$ cat config.mk
export PLATFORM = sky130hd
export DESIGN_NAME = core_pipeline_top
export DESIGN_NICKNAME = d
export VERILOG_FILES = /design/src/design/rv_core_pkg.sv /design/src/design/register_file.sv /design/src/design/hazard_unit.sv /design/src/design/decode_stage.sv /design/src/design/execute_stage.sv /design/src/design/core_pipeline_top.sv
export SDC_FILE = /design/constraint.sdc
export NUM_CORES = 2
export LEC_CHECK = 0
export BUFFER_PORTS_ARGS = -buffer_cell sky130_fd_sc_hd__buf_4
export CAP_MARGIN = 15
export CORE_MARGIN = 1
export CORE_UTILIZATION = 58
export DETAILED_ROUTE_END_ITERATION = 8
export PLACE_DENSITY = 0.77
export SLEW_MARGIN = 5
export SYNTH_ARGS = -nofsm -noshare
export SYNTH_HDL_FRONTEND = slang
export SYNTH_SLANG_ARGS = --single-unit
$ cat constraint.sdc
create_clock -name clk_i -period 3.8 [get_ports clk_i]
set_input_delay 0.19 -clock clk_i [delete_from_list [all_inputs] [get_ports clk_i]]
set_output_delay 0.19 -clock clk_i [all_outputs]
set_load 0.005 [all_outputs]
$ cat src/design/rv_core_pkg.sv
// RV32I core shared widths, word types, ALU operations, forwarding codes and opcodes
package rv_core_pkg;

    localparam int XLEN = 32;
    localparam int REG_ADDR_W = 5;

    typedef logic [XLEN-1:0]       word_t;
    typedef logic [REG_ADDR_W-1:0] reg_addr_t;

    // ALU operation selects
    typedef logic [3:0] alu_op_t;

    localparam alu_op_t ALU_ADD    = 4'd0;
    localparam alu_op_t ALU_SUB    = 4'd1;
    localparam alu_op_t ALU_AND    = 4'd2;
    localparam alu_op_t ALU_OR     = 4'd3;
    localparam alu_op_t ALU_XOR    = 4'd4;
    localparam alu_op_t ALU_SLT    = 4'd5;
    localparam alu_op_t ALU_SLTU   = 4'd6;
    localparam alu_op_t ALU_SLL    = 4'd7;
    localparam alu_op_t ALU_SRL    = 4'd8;
    localparam alu_op_t ALU_SRA    = 4'd9;
    localparam alu_op_t ALU_PASS_B = 4'd10; // LUI takes the immediate straight through

    // Operand source picked by the hazard unit
    typedef logic [1:0] fwd_sel_t;

    localparam fwd_sel_t FWD_NONE      = 2'd0; // Register file read
    localparam fwd_sel_t FWD_EXECUTE   = 2'd1; // ALU output of the instruction in execute
    localparam fwd_sel_t FWD_WRITEBACK = 2'd2; // Value held in the writeback register

    // Major opcodes
    localparam logic [6:0] OPC_OP     = 7'b0110011;
    localparam logic [6:0] OPC_OP_IMM = 7'b0010011;
    localparam logic [6:0] OPC_LUI    = 7'b0110111;

    // Alternate funct7 pattern marks SUB and SRA/SRAI
    localparam logic [6:0] FUNCT7_BASE = 7'b0000000;
    localparam logic [6:0] FUNCT7_ALT  = 7'b0100000;

    // funct3 values shared by register and immediate forms
    localparam logic [2:0] F3_ADD  = 3'b000;
    localparam logic [2:0] F3_SLL  = 3'b001;
    localparam logic [2:0] F3_SLT  = 3'b010;
    localparam logic [2:0] F3_SLTU = 3'b011;
    localparam logic [2:0] F3_XOR  = 3'b100;
    localparam logic [2:0] F3_SRL  = 3'b101;
    localparam logic [2:0] F3_OR   = 3'b110;
    localparam logic [2:0] F3_AND  = 3'b111;

endpackage

$ cat src/design/register_file.sv
// Integer register file with two combinational reads, one write port and x0 tied to zero
`timescale 1ns/1ps

module register_file (
    input  logic                  clk_i,
    input  logic                  reset_i,
    input  rv_core_pkg::reg_addr_t rs1_addr_i,
    input  rv_core_pkg::reg_addr_t rs2_addr_i,
    output rv_core_pkg::word_t     rs1_data_o,
    output rv_core_pkg::word_t     rs2_data_o,
    input  logic                  wr_en_i,
    input  rv_core_pkg::reg_addr_t wr_addr_i,
    input  rv_core_pkg::word_t     wr_data_i
);

    rv_core_pkg::word_t regs [1:31]; // No storage behind x0

    always_ff @(posedge clk_i) begin
        if (reset_i) begin
            for (int i = 1; i < 32; i++) begin
                regs[i] <= '0;
            end
        end else if (wr_en_i && (wr_addr_i != '0)) begin
            regs[wr_addr_i] <= wr_data_i;
        end
    end

    assign rs1_data_o = (rs1_addr_i == '0) ? '0 : regs[rs1_addr_i];
    assign rs2_data_o = (rs2_addr_i == '0) ? '0 : regs[rs2_addr_i];

    // Written value reads back next cycle, while a write aimed at x0 still reads zero
    assert property (@(posedge clk_i) disable iff (reset_i)
        wr_en_i |=>
            ((rs1_addr_i != $past(wr_addr_i)) ||
             (rs1_data_o == (($past(wr_addr_i) == '0) ? '0 : $past(wr_data_i)))))
        else $error("Register read back differs from the value written to it");

endmodule

$ cat src/design/hazard_unit.sv
// Hazard unit picking each operand's forwarding source from the in-flight destinations
`timescale 1ns/1ps

module hazard_unit (
    input  rv_core_pkg::reg_addr_t rs1_i,
    input  rv_core_pkg::reg_addr_t rs2_i,
    input  logic                   ex_valid_i,
    input  logic                   ex_illegal_i,
    input  rv_core_pkg::reg_addr_t ex_rd_i,
    input  logic                   wb_valid_i,
    input  logic                   wb_illegal_i,
    input  rv_core_pkg::reg_addr_t wb_rd_i,
    output rv_core_pkg::fwd_sel_t  fwd_a_sel_o,
    output rv_core_pkg::fwd_sel_t  fwd_b_sel_o
);

    logic ex_live; // Execute will write a real register
    logic wb_live;

    assign ex_live = ex_valid_i && !ex_illegal_i && (ex_rd_i != '0);
    assign wb_live = wb_valid_i && !wb_illegal_i && (wb_rd_i != '0);

    // Younger result in execute shadows the one in writeback
    assign fwd_a_sel_o = (ex_live && rs1_i == ex_rd_i) ? rv_core_pkg::FWD_EXECUTE   :
                         (wb_live && rs1_i == wb_rd_i) ? rv_core_pkg::FWD_WRITEBACK :
                                                         rv_core_pkg::FWD_NONE;

    assign fwd_b_sel_o = (ex_live && rs2_i == ex_rd_i) ? rv_core_pkg::FWD_EXECUTE   :
                         (wb_live && rs2_i == wb_rd_i) ? rv_core_pkg::FWD_WRITEBACK :
                                                         rv_core_pkg::FWD_NONE;

    // Decode treats the spare code as a register read, so it must never appear
    always_comb begin
        assert final (fwd_a_sel_o inside {rv_core_pkg::FWD_NONE, rv_core_pkg::FWD_EXECUTE,
                                          rv_core_pkg::FWD_WRITEBACK})
            else $error("Operand a select took the unused code");
        assert final (fwd_b_sel_o inside {rv_core_pkg::FWD_NONE, rv_core_pkg::FWD_EXECUTE,
                                          rv_core_pkg::FWD_WRITEBACK})
            else $error("Operand b select took the unused code");
    end

endmodule

$ cat src/design/decode_stage.sv
// Decode stage with instruction decode, immediates, operand forwarding and the decode register
`timescale 1ns/1ps

module decode_stage (
    input  logic                   clk_i,
    input  logic                   reset_i,
    input  logic                   hold_i,
    input  logic                   instr_valid_i,
    input  rv_core_pkg::word_t     instr_i,

    output rv_core_pkg::reg_addr_t rs1_addr_o,
    output rv_core_pkg::reg_addr_t rs2_addr_o,
    input  rv_core_pkg::word_t     rs1_data_i,
    input  rv_core_pkg::word_t     rs2_data_i,

    input  rv_core_pkg::fwd_sel_t  fwd_a_sel_i,
    input  rv_core_pkg::fwd_sel_t  fwd_b_sel_i,
    input  rv_core_pkg::word_t     exe_result_i,
    input  rv_core_pkg::word_t     wb_value_i,

    output logic                   dec_valid_o,
    output logic                   dec_illegal_o,
    output rv_core_pkg::alu_op_t   dec_alu_op_o,
    output rv_core_pkg::word_t     dec_operand_a_o,
    output rv_core_pkg::word_t     dec_operand_b_o,
    output rv_core_pkg::reg_addr_t dec_rd_o
);

    // Operation implied by funct3 alone
    function automatic rv_core_pkg::alu_op_t f3_to_alu_op(input logic [2:0] f3);
        case (f3)
            rv_core_pkg::F3_SLL:  return rv_core_pkg::ALU_SLL;
            rv_core_pkg::F3_SLT:  return rv_core_pkg::ALU_SLT;
            rv_core_pkg::F3_SLTU: return rv_core_pkg::ALU_SLTU;
            rv_core_pkg::F3_XOR:  return rv_core_pkg::ALU_XOR;
            rv_core_pkg::F3_SRL:  return rv_core_pkg::ALU_SRL;
            rv_core_pkg::F3_OR:   return rv_core_pkg::ALU_OR;
            rv_core_pkg::F3_AND:  return rv_core_pkg::ALU_AND;
            default:              return rv_core_pkg::ALU_ADD;
        endcase
    endfunction

    function automatic rv_core_pkg::word_t fwd_mux(input rv_core_pkg::fwd_sel_t sel,
                                                   input rv_core_pkg::word_t rf_val,
                                                   input rv_core_pkg::word_t exe_val,
                                                   input rv_core_pkg::word_t wb_val);
        case (sel)
            rv_core_pkg::FWD_EXECUTE:   return exe_val;
            rv_core_pkg::FWD_WRITEBACK: return wb_val;
            default:                    return rf_val;
        endcase
    endfunction

    logic [6:0] opcode;
    logic [2:0] funct3;
    logic [6:0] funct7;

    rv_core_pkg::word_t   i_imm;
    rv_core_pkg::word_t   shamt_imm;
    rv_core_pkg::word_t   u_imm;
    rv_core_pkg::word_t   imm;
    rv_core_pkg::alu_op_t alu_op_d;
    logic                 illegal_d;
    logic                 use_imm;

    rv_core_pkg::word_t operand_a_d;
    rv_core_pkg::word_t operand_b_fwd;
    rv_core_pkg::word_t operand_b_d;

    assign opcode = instr_i[6:0];
    assign funct3 = instr_i[14:12];
    assign funct7 = instr_i[31:25];

    assign rs1_addr_o = instr_i[19:15];
    assign rs2_addr_o = instr_i[24:20];

    assign i_imm     = {{20{instr_i[31]}}, instr_i[31:20]};
    assign shamt_imm = {27'b0, instr_i[24:20]}; // Immediate shifts only
    assign u_imm     = {instr_i[31:12], 12'b0};

    always_comb begin
        alu_op_d  = f3_to_alu_op(funct3);
        illegal_d = 1'b0;
        use_imm   = 1'b0;
        imm       = i_imm;
        case (opcode)
            rv_core_pkg::OPC_OP: begin
                if (funct7 == rv_core_pkg::FUNCT7_ALT && funct3 == rv_core_pkg::F3_ADD) begin
                    alu_op_d = rv_core_pkg::ALU_SUB;
                end else if (funct7 == rv_core_pkg::FUNCT7_ALT &&
                             funct3 == rv_core_pkg::F3_SRL) begin
                    alu_op_d = rv_core_pkg::ALU_SRA;
                end else if (funct7 != rv_core_pkg::FUNCT7_BASE) begin
                    illegal_d = 1'b1;
                end
            end
            rv_core_pkg::OPC_OP_IMM: begin
                use_imm = 1'b1;
                // Shift forms keep funct7 in the upper immediate bits
                if (funct3 == rv_core_pkg::F3_SLL || funct3 == rv_core_pkg::F3_SRL) begin
                    imm = shamt_imm;
                    if (funct3 == rv_core_pkg::F3_SRL && funct7 == rv_core_pkg::FUNCT7_ALT) begin
                        alu_op_d = rv_core_pkg::ALU_SRA;
                    end else if (funct7 != rv_core_pkg::FUNCT7_BASE) begin
                        illegal_d = 1'b1;
                    end
                end
            end
            rv_core_pkg::OPC_LUI: begin
                alu_op_d = rv_core_pkg::ALU_PASS_B;
                use_imm  = 1'b1;
                imm      = u_imm;
            end
            default: begin
                alu_op_d  = rv_core_pkg::ALU_ADD;
                illegal_d = 1'b1;
            end
        endcase
    end

    assign operand_a_d   = fwd_mux(fwd_a_sel_i, rs1_data_i, exe_result_i, wb_value_i);
    assign operand_b_fwd = fwd_mux(fwd_b_sel_i, rs2_data_i, exe_result_i, wb_value_i);
    assign operand_b_d   = use_imm ? imm : operand_b_fwd; // Immediate wins after forwarding

    always_ff @(posedge clk_i) begin
        if (reset_i) begin
            dec_valid_o     <= 1'b0;
            dec_illegal_o   <= 1'b0;
            dec_alu_op_o    <= rv_core_pkg::ALU_ADD;
            dec_operand_a_o <= '0;
            dec_operand_b_o <= '0;
            dec_rd_o        <= '0;
        end else if (!hold_i) begin
            dec_valid_o     <= instr_valid_i;
            dec_illegal_o   <= illegal_d;
            dec_alu_op_o    <= alu_op_d;
            dec_operand_a_o <= operand_a_d;
            dec_operand_b_o <= operand_b_d;
            dec_rd_o        <= instr_i[11:7];
        end
    end

    // A bad encoding in execute has no result that a younger instruction may use
    assert property (@(posedge clk_i) disable iff (reset_i)
        (dec_valid_o && dec_illegal_o) |->
            (fwd_a_sel_i != rv_core_pkg::FWD_EXECUTE &&
             fwd_b_sel_i != rv_core_pkg::FWD_EXECUTE))
        else $error("Illegal instruction in execute was forwarded as a legal result");

endmodule

$ cat src/design/execute_stage.sv
// Execute stage with the ALU and the writeback register feeding the result ports
`timescale 1ns/1ps

module execute_stage (
    input  logic                   clk_i,
    input  logic                   reset_i,
    input  logic                   hold_i,
    input  logic                   dec_valid_i,
    input  logic                   dec_illegal_i,
    input  rv_core_pkg::alu_op_t   dec_alu_op_i,
    input  rv_core_pkg::word_t     dec_operand_a_i,
    input  rv_core_pkg::word_t     dec_operand_b_i,
    input  rv_core_pkg::reg_addr_t dec_rd_i,
    output rv_core_pkg::word_t     exe_result_o,
    output logic                   wb_valid_o,
    output logic                   wb_illegal_o,
    output rv_core_pkg::reg_addr_t wb_rd_o,
    output rv_core_pkg::word_t     wb_value_o
);

    rv_core_pkg::word_t alu_result;
    logic [4:0]         shamt;

    assign shamt = dec_operand_b_i[4:0]; // RV32 shift amount

    always_comb begin
        case (dec_alu_op_i)
            rv_core_pkg::ALU_ADD:    alu_result = dec_operand_a_i + dec_operand_b_i;
            rv_core_pkg::ALU_SUB:    alu_result = dec_operand_a_i - dec_operand_b_i;
            rv_core_pkg::ALU_AND:    alu_result = dec_operand_a_i & dec_operand_b_i;
            rv_core_pkg::ALU_OR:     alu_result = dec_operand_a_i | dec_operand_b_i;
            rv_core_pkg::ALU_XOR:    alu_result = dec_operand_a_i ^ dec_operand_b_i;
            rv_core_pkg::ALU_SLT: begin
                alu_result = {31'b0, $signed(dec_operand_a_i) < $signed(dec_operand_b_i)};
            end
            rv_core_pkg::ALU_SLTU: begin
                alu_result = {31'b0, dec_operand_a_i < dec_operand_b_i};
            end
            rv_core_pkg::ALU_SLL:    alu_result = dec_operand_a_i << shamt;
            rv_core_pkg::ALU_SRL:    alu_result = dec_operand_a_i >> shamt;
            rv_core_pkg::ALU_SRA:    alu_result = $signed(dec_operand_a_i) >>> shamt;
            rv_core_pkg::ALU_PASS_B: alu_result = dec_operand_b_i;
            default:                 alu_result = '0;
        endcase
    end

    // Forwarded to decode in the same cycle
    assign exe_result_o = alu_result;

    always_ff @(posedge clk_i) begin
        if (reset_i) begin
            wb_valid_o   <= 1'b0;
            wb_illegal_o <= 1'b0;
            wb_rd_o      <= '0;
            wb_value_o   <= '0;
        end else if (!hold_i) begin
            wb_valid_o   <= dec_valid_i;
            wb_illegal_o <= dec_illegal_i;
            wb_rd_o      <= dec_rd_i;
            wb_value_o   <= dec_illegal_i ? '0 : alu_result; // Bad encodings report zero
        end
    end

    // Decode freezes together with execute, or the instruction in execute would move on
    assert property (@(posedge clk_i) disable iff (reset_i)
        hold_i |=> ($stable(dec_valid_i) && $stable(dec_illegal_i) &&
                    $stable(dec_alu_op_i) && $stable(dec_rd_i) &&
                    $stable(dec_operand_a_i) && $stable(dec_operand_b_i)))
        else $error("Decode register changed while held");

endmodule

$ cat src/design/core_pipeline_top.sv
// Core pipeline top joining decode, hazard detection, execute and the register file
`timescale 1ns/1ps

module core_pipeline_top (
    input  logic                   clk_i,
    input  logic                   reset_i,
    input  logic                   hold_i,
    input  logic                   instr_valid_i,
    input  rv_core_pkg::word_t     instr_i,
    output logic                   wb_valid_o,
    output logic                   wb_illegal_o,
    output rv_core_pkg::reg_addr_t wb_rd_o,
    output rv_core_pkg::word_t     wb_value_o
);

    rv_core_pkg::reg_addr_t rs1_addr;
    rv_core_pkg::reg_addr_t rs2_addr;
    rv_core_pkg::word_t     rs1_data;
    rv_core_pkg::word_t     rs2_data;
    rv_core_pkg::fwd_sel_t  fwd_a_sel;
    rv_core_pkg::fwd_sel_t  fwd_b_sel;
    rv_core_pkg::word_t     exe_result;

    logic                   dec_valid;
    logic                   dec_illegal;
    rv_core_pkg::alu_op_t   dec_alu_op;
    rv_core_pkg::word_t     dec_operand_a;
    rv_core_pkg::word_t     dec_operand_b;
    rv_core_pkg::reg_addr_t dec_rd;

    logic rf_wr_en;

    // Only legal results retire, and nothing retires while frozen
    assign rf_wr_en = wb_valid_o && !wb_illegal_o && !hold_i;

    decode_stage u_decode (
        .clk_i           (clk_i),
        .reset_i         (reset_i),
        .hold_i          (hold_i),
        .instr_valid_i   (instr_valid_i),
        .instr_i         (instr_i),
        .rs1_addr_o      (rs1_addr),
        .rs2_addr_o      (rs2_addr),
        .rs1_data_i      (rs1_data),
        .rs2_data_i      (rs2_data),
        .fwd_a_sel_i     (fwd_a_sel),
        .fwd_b_sel_i     (fwd_b_sel),
        .exe_result_i    (exe_result),
        .wb_value_i      (wb_value_o),
        .dec_valid_o     (dec_valid),
        .dec_illegal_o   (dec_illegal),
        .dec_alu_op_o    (dec_alu_op),
        .dec_operand_a_o (dec_operand_a),
        .dec_operand_b_o (dec_operand_b),
        .dec_rd_o        (dec_rd)
    );

    hazard_unit u_hazard (
        .rs1_i        (rs1_addr),
        .rs2_i        (rs2_addr),
        .ex_valid_i   (dec_valid),   // Decode register holds the instruction in execute
        .ex_illegal_i (dec_illegal),
        .ex_rd_i      (dec_rd),
        .wb_valid_i   (wb_valid_o),
        .wb_illegal_i (wb_illegal_o),
        .wb_rd_i      (wb_rd_o),
        .fwd_a_sel_o  (fwd_a_sel),
        .fwd_b_sel_o  (fwd_b_sel)
    );

    execute_stage u_execute (
        .clk_i           (clk_i),
        .reset_i         (reset_i),
        .hold_i          (hold_i),
        .dec_valid_i     (dec_valid),
        .dec_illegal_i   (dec_illegal),
        .dec_alu_op_i    (dec_alu_op),
        .dec_operand_a_i (dec_operand_a),
        .dec_operand_b_i (dec_operand_b),
        .dec_rd_i        (dec_rd),
        .exe_result_o    (exe_result),
        .wb_valid_o      (wb_valid_o),
        .wb_illegal_o    (wb_illegal_o),
        .wb_rd_o         (wb_rd_o),
        .wb_value_o      (wb_value_o)
    );

    register_file u_regfile (
        .clk_i      (clk_i),
        .reset_i    (reset_i),
        .rs1_addr_i (rs1_addr),
        .rs2_addr_i (rs2_addr),
        .rs1_data_o (rs1_data),
        .rs2_data_o (rs2_data),
        .wr_en_i    (rf_wr_en),
        .wr_addr_i  (wb_rd_o),
        .wr_data_i  (wb_value_o)
    );

endmodule

; Word-level counts from Yosys, hierarchy flattened
; Memory sizes are Yosys's and may differ from the RTL's.
; Cells that the tools add are included.
; Widths: inputs -> output; s select.
[classes]
add_sub_neg = 2
magnitude_cmp = 2
eq_ne = 29
shift = 3
mux = 32
n_bitwise = 3
n_reduce_logical = 25
[op_table]
columns = cell, n
row1 = $pmux 32 s11, 1
row2 = $mux 32, 6
row3 = $pmux 32 s2, 3
row4 = $lt 32x32->1, 2
row5 = $add 32x32->32, 1
row6 = $and 32x32->32, 1
row7 = $or 32x32->32, 1
row8 = $reduce_or 32->1, 1
row9 = $shl 32x5->32, 1
row10 = $shr 32x5->32, 1
row11 = $sshr 32x5->32, 1
row12 = $sub 32x32->32, 1
row13 = $xor 32x32->32, 1
row14 = $pmux 4 s7, 1
row15 = $eq 7x6->1 const B, 3
row16 = $eq 5x5->1, 4
row17 = $eq 4x3->1 const B, 4
row18 = $eq 3x3->1 const B, 4
row19 = $eq 4x4->1 const B, 3
row20 = $logic_and 1x1->1, 12
row21 = $mux 4, 3
row22 = $pmux 4 s3, 1
row23 = $mux 1, 11
row24 = $logic_not 5->1, 2
row25 = other kinds (17), 27
[word_totals]
regBits = 114
ram_bits = 992
in_bits = 36
output_inout_bits = 39
elab_cells = 107
mem_count = 1
[mem_list]
columns = memory, depth, width, rd, rd_ports_with_merged_regs, write_ports, line
row1 = u_regfile.regs, 31, 32, 2, 0, 31, register_file.sv:16  ; rv_core_pkg::word_t regs [1:31];

; Logic depth before layout (Yosys ltp)
[logic_depth]
ltp_word = 9
mapped_depth = 15
mapped_depth_nobuf = 13

; Hierarchy
; From an unflattened synthesis, not the netlist that was laid out.
[hier_totals]
hier_cells = 5826
hier_area_um2 = 69918.3
[modules_own_cells]
columns = module, instances, cells_per_inst, area_each_um2, seq_area_each_um2
row1 = register_file, 1, 3765, 54633.6, 30749.5
row2 = execute_stage, 1, 1457, 10523.8, 780.7
row3 = decode_stage, 1, 566, 4461.8, 1501.4
row4 = hazard_unit, 1, 37, 286.5, 0.0
row5 = core_pipeline_top, 1, 1, 12.5, 0.0

; Worst setup path before layout
; OpenSTA, ideal clock, no wires.
[synth_path]
path_kind = reg-to-reg
start = register u_decode.dec_operand_b_o[3]
end = register u_decode.dec_operand_b_o[15]
setup_ns = 0.137
arrival_time_ns = 3.800
required_ns = 3.663
path_slack_ns = -0.138
path_stages_with_launch = 16
path_buffers = 4
synth_period_minus_slack_ns = 3.938
cell_sequence = dfxtp_1 -> inv_1 -> buf_2 -> buf_2 -> clkbuf_1 -> buf_1 -> ha_1 -> nor2_1 -> o311ai_1 -> a211oi_1 -> a211o_1 -> nand2_1 -> mux2_1 -> or4_4 -> a21oi_2 -> a211oi_1
[synth_between]
elab_chain_len = 4
elab_cells_between_ends = 8
classes_between = add/sub: 2 / shift: 3 / mux: 3
[synth_lines]
columns = element, line
row1 = "start, declared", decode_stage.sv:25  ; output rv_core_pkg::word_t dec_operand_b_o,
row2 = "start signal, assigned", decode_stage.sv:138  ; dec_operand_b_o <= operand_b_d;
row3 = $sub 32x32->32 (tied with other cells), execute_stage.sv:29  ; rv_core_pkg::ALU_SUB: alu_result = dec_operand_a_i - dec_operand_b_i;
row4 = $pmux 32 s11 (*), execute_stage.sv:27  ; case (dec_alu_op_i)
row5 = $pmux 32 s2 (*), decode_stage.sv:47  ; case (sel)
row6 = $mux 32 (*), decode_stage.sv:123  ; assign operand_b_d = use_imm ? imm : operand_b_fwd;
; Every way passes the cells marked *; elsewhere a longest branch is shown, timed or not.
; A chain may end at the register's enable or synchronous reset.

; Worst setup path in the final report
[layout_path]
start = register u_decode.dec_operand_a_o[17]
end = register u_decode.dec_operand_b_o[0]
[layout_between]
elab_chain_len = 4
elab_cells_between_ends = 8
classes_between = order compare: 2 / shift: 3 / mux: 3
[layout_lines]
columns = element, line
row1 = "start, declared", decode_stage.sv:24  ; output rv_core_pkg::word_t dec_operand_a_o,
row2 = "start signal, assigned", decode_stage.sv:137  ; dec_operand_a_o <= operand_a_d;
row3 = $lt 32x32->1 (tied with other cells), execute_stage.sv:37  ; alu_result = {31'b0, dec_operand_a_i < dec_operand_b_i};
row4 = $pmux 32 s11 (*), execute_stage.sv:27
row5 = $pmux 32 s2 (*), decode_stage.sv:47
row6 = $mux 32 (*), decode_stage.sv:123
; Marked as above.

==> run_results.csv <==
group,metric,value,unit
run_status,status,"completed",
detailed_routing,drtAntennaViolNets,0,
die,start_util,58.6,%
synthesis,synthFlopType,"edfxtp_1",
sta,setup-violations-final,0,
synthesis,syn_area_per_cell,13.5,um2
placement,place_ws,0.103,ns
min_path,hold_class,"input port to register",
clocking,cts_tree,"built",
setup_path,crit_path_start_kind,"register",
die,ioPinCount,75,
synthesis,yosysSeqAreaShare,47.6,%
die,die-area,121000,um2
synthesis,synth_edf_count,1024,
synthesis,async_flop_share,0,%
final_layout,drive_above_1_share,28.6,%
sta,worst_pin_slew,1.23,ns
power,powerDensity,416,nW/um2
synthesis,yosysUniqueCellTypes,96,
placement,io_buffers,74,
detailed_routing,drt-initial-drc-count,8185,
die,dieHeight,348,um
setup_path,max_stage_delay,0.56,ns
setup_path,arrival,4.35,ns
clocking,cts_max_level,3,
setup_path,slowest_stage,"o211ai_1",
final_layout,final_util,66.1,%
die,die_width,348,um
setup_path,crit_type,"register to register",
run,drv_cap,0,
power,vdd_drop_max,0.553,mV
sta,worst_slack,0.0643,ns
grt,grt_pass1_vias,51000,
setup_path,cp-end-kind,"register",
grt,grt_pass1_wl,374000,um
grt,grt_max_degree,90,
setup_path,crit_fanout,11,
grt,gr-total-overflow,0,
synthesis,netlist_instances,5153,
final_layout,fill_cells,8374,
sta,fin_skew,0.0864,ns
setup_path,ff2ff_setup_slack,0.06,ns
sta,period_share,98.3,%
clocking,clockBufferDepth,3,
detailed_routing,vias_per_cell,7.45,
detailed_routing,vias,51900,
synthesis,synth-seq-cells,1138,
placement,place_hpwl,178000,um
grt,globalRouteTotalUtil,44.1,%
final_layout,seq_area,33000,um2
detailed_routing,drt_wl_total,266000,um
sta,slew_violations,0,
clocking,clk_pin_slew,0.07,ns
clocking,clk_latency,0.82,ns
setup_path,critPathRequiredTime,4.41,ns
placement,gp_congestion,1.09,
sta,period_needed,3.74,ns
power,total_power,0.0325,W
detailed_routing,drtPass1Iterations,8,
power,p_leak,28.5,nW
die,coreArea,118000,um2
die,placementRows,126,
sta,slew_headroom,18.1,%
detailed_routing,drc,0,
grt,antenna_found_initial,19,
clocking,post_cts_buffers,0,
sta,fmax,0.268,GHz
clocking,numCtsBuffers,121,
final_layout,multiInputGateArea,34000,um2
synthesis,yosysWarnings,0,
final_layout,area_growth,12.6,%
setup_path,path_cells,"inv_1 -> ha_1 -> nor2_1 -> nand3_1 -> o211ai_1 -> nand2_1 -> a211oi_1 -> o31ai_1 -> a41oi_1 -> o221ai_1 -> nor3b_1",
sta,final-hold-violation-count,0,
clocking,root_buffer,"clkbuf_16",
sta,hold_ws,0.0247,ns
synthesis,syn-cell-area,69300,um2
final_layout,layout.nets,5459,
detailed_routing,wire_per_inst,38.2,um
clocking,clkSinkCount,1138,
-- cell usage in the layout (no fill, tap or decap), types with 24 or more instances in the layout --
master     Yosys  routed
o22ai_1       26      26
o21ai_0       77      77
and2_1      1006    1006
a21oi_1      160     160
dfxtp_1      114     108
mux4_2       707     707
nand2_1      161     161
clkinv_1       3      30
mux2_2        47      47
nand3_1       43      43
o211ai_1      40      40
conb_1         1      32
clkbuf_16      0     121
a211oi_1      43      43
mux2i_1      109     109
ha_1         104     104
nor2_4         0      28
inv_1         92      92
o221ai_1      24      24
edfxtp_1    1024    1024
nor2_1       206     173
clkbuf_1     391      29
nor3_1        39      38
buf_4          9     478
or2_2         34      34
o21ai_1       52      52
a221oi_1      88      88
buf_12         0      42
-- power breakdown --
group | total [W] | internal [W] | switching (W)
Sequential | 0.0145 | 0.0141 | 0.000394
Clock | 0.0121 | 0.00673 | 0.00533
Combinational | 0.00592 | 0.00233 | 0.00359
-- synth_stat cells (all sizes together), types with 18 or more instances --
| library cell | instances | area share [%] |
|---|---|---|
| edfxtp | 1024 | 44 |
| and2 | 1006 | 9.1 |
| mux4 | 707 | 23 |
| clkbuf | 391 | 2.1 |
| nor2 | 206 | 1.1 |
| a21oi | 161 | 1.2 |
| nand2 | 161 | 0.87 |
| buf | 143 | 1.1 |
| o21ai | 129 | 0.93 |
| dfxtp | 114 | 3.3 |
| mux2i | 109 | 1.6 |
| ha | 104 | 1.9 |
| inv | 99 | 0.54 |
| a221oi | 88 | 1.1 |
| mux2 | 52 | 0.84 |
| a211oi | 44 | 0.48 |
| nand3 | 43 | 0.31 |
| nor3 | 40 | 0.30 |
| o211ai | 40 | 0.43 |
| or2 | 38 | 0.34 |
| o22ai | 26 | 0.23 |
| a22oi | 24 | 0.27 |
| o221ai | 24 | 0.30 |
| a21o | 23 | 0.25 |
| o21a | 23 | 0.25 |
| a31oi | 20 | 0.18 |
| nand2b | 20 | 0.18 |
| a221o | 18 | 0.26 |
| o31ai | 18 | 0.19 |
-- cell families (layout without fill, tap and decap cells) --
family | after synthesis | in the layout | synth area share (%)
AND/OR/NAND/NOR | 1616 | 1616 | 13.3
other | 1 | 37 | 0.00541
adder cells (fa/ha/maj) | 106 | 106 | 1.93
flip-flops | 1138 | 1138 | 47.6
multiplexers | 868 | 868 | 25.4
buffers and inverters | 636 | 875 | 3.77
AO/OA/AOI/OAI | 760 | 760 | 7.64
XOR/XNOR | 28 | 28 | 0.354
-- through the flow --
step | setup TNS [ns] | cell area, um2 | instances
6_report | 0 | 78100 | 6964
5_1_grt | -0.0286 | 78100 | 6960
4_1_cts | 0 | 78100 | 6958
3_5_place_dp | 0 | 73900 | 6712
3_3_place_gp | 0 | 73900 | 6711
2_1_floorplan | 0 | 69500 | 5184
-- state kept, by name, indices dropped and copies added (netlist names) --
| signal | flops |
|---|---|
| u_regfile.regs | 1024 |
| u_decode.dec_operand_a_o | 32 |
| u_decode.dec_operand_b_o | 32 |
| u_execute.wb_value_o | 32 |
| u_decode.dec_rd_o | 5 |
| u_execute.wb_rd_o | 5 |
| u_decode.dec_alu_op_o | 4 |
| u_decode.dec_illegal_o | 1 |
| u_decode.dec_valid_o | 1 |
| u_execute.wb_illegal_o | 1 |
| u_execute.wb_valid_o | 1 |
-- routing by layer --
metal / global-route usage (%) / routed length (um) / vias up
met5: 0 / 132 / -
met2: 64.2 / 115000 / 4568
met1: 56.8 / 89400 / 25900
met4: 31.2 / 23100 / 18
li1: - / - / 20300
met3: 13.0 / 37900 / 1105
-- critical path, delay by kind of cell (launching register included) --
kind,cells,cell delay [ns]
AO/OA/AOI/OAI,5,1.66
AND/OR/NAND/NOR,4,0.82
flip-flops,1,0.49
adder cells (fa/ha/maj),1,0.47
buffers and inverters,1,0.15
-- cell type report --
| class | instances | area share [%] |
|---|---|---|
| Antenna cell | 5 | 0.0160 |
| Clock inverter | 78 | 1.08 |
| Timing Repair Buffer | 544 | 6.01 |
| Clock buffer | 151 | 4.03 |
| Sequential cell | 1138 | 42.3 |
| Tap cell | 1536 | 2.46 |
| Inverter | 102 | 0.490 |
| Multi-Input combinational cell | 3410 | 43.6 |
-- what timing repair did --
action / CTS / global route
hold endpoints to repair: 18 / 0
hold buffers: 17 / 0
gates resized for setup: 0 / 3
endpoints found under the setup margin: 0 / 14
-- worst paths after layout --
| path | start | end | depth (start not counted) |
|---|---|---|---|
| hold / removal | reset_i | u_decode.dec_rd_o[2] | 3 |
| hold reg to reg | u_decode.dec_operand_a_o[14] | u_decode.dec_operand_a_o[14] | 2 |
| setup reg to reg | u_decode.dec_operand_a_o[17] | u_decode.dec_operand_b_o[0] | 11 |
| setup / recovery | u_decode.dec_operand_a_o[17] | u_decode.dec_operand_b_o[0] | 11 |
Note: power is estimated with default switching activity, not from simulation.
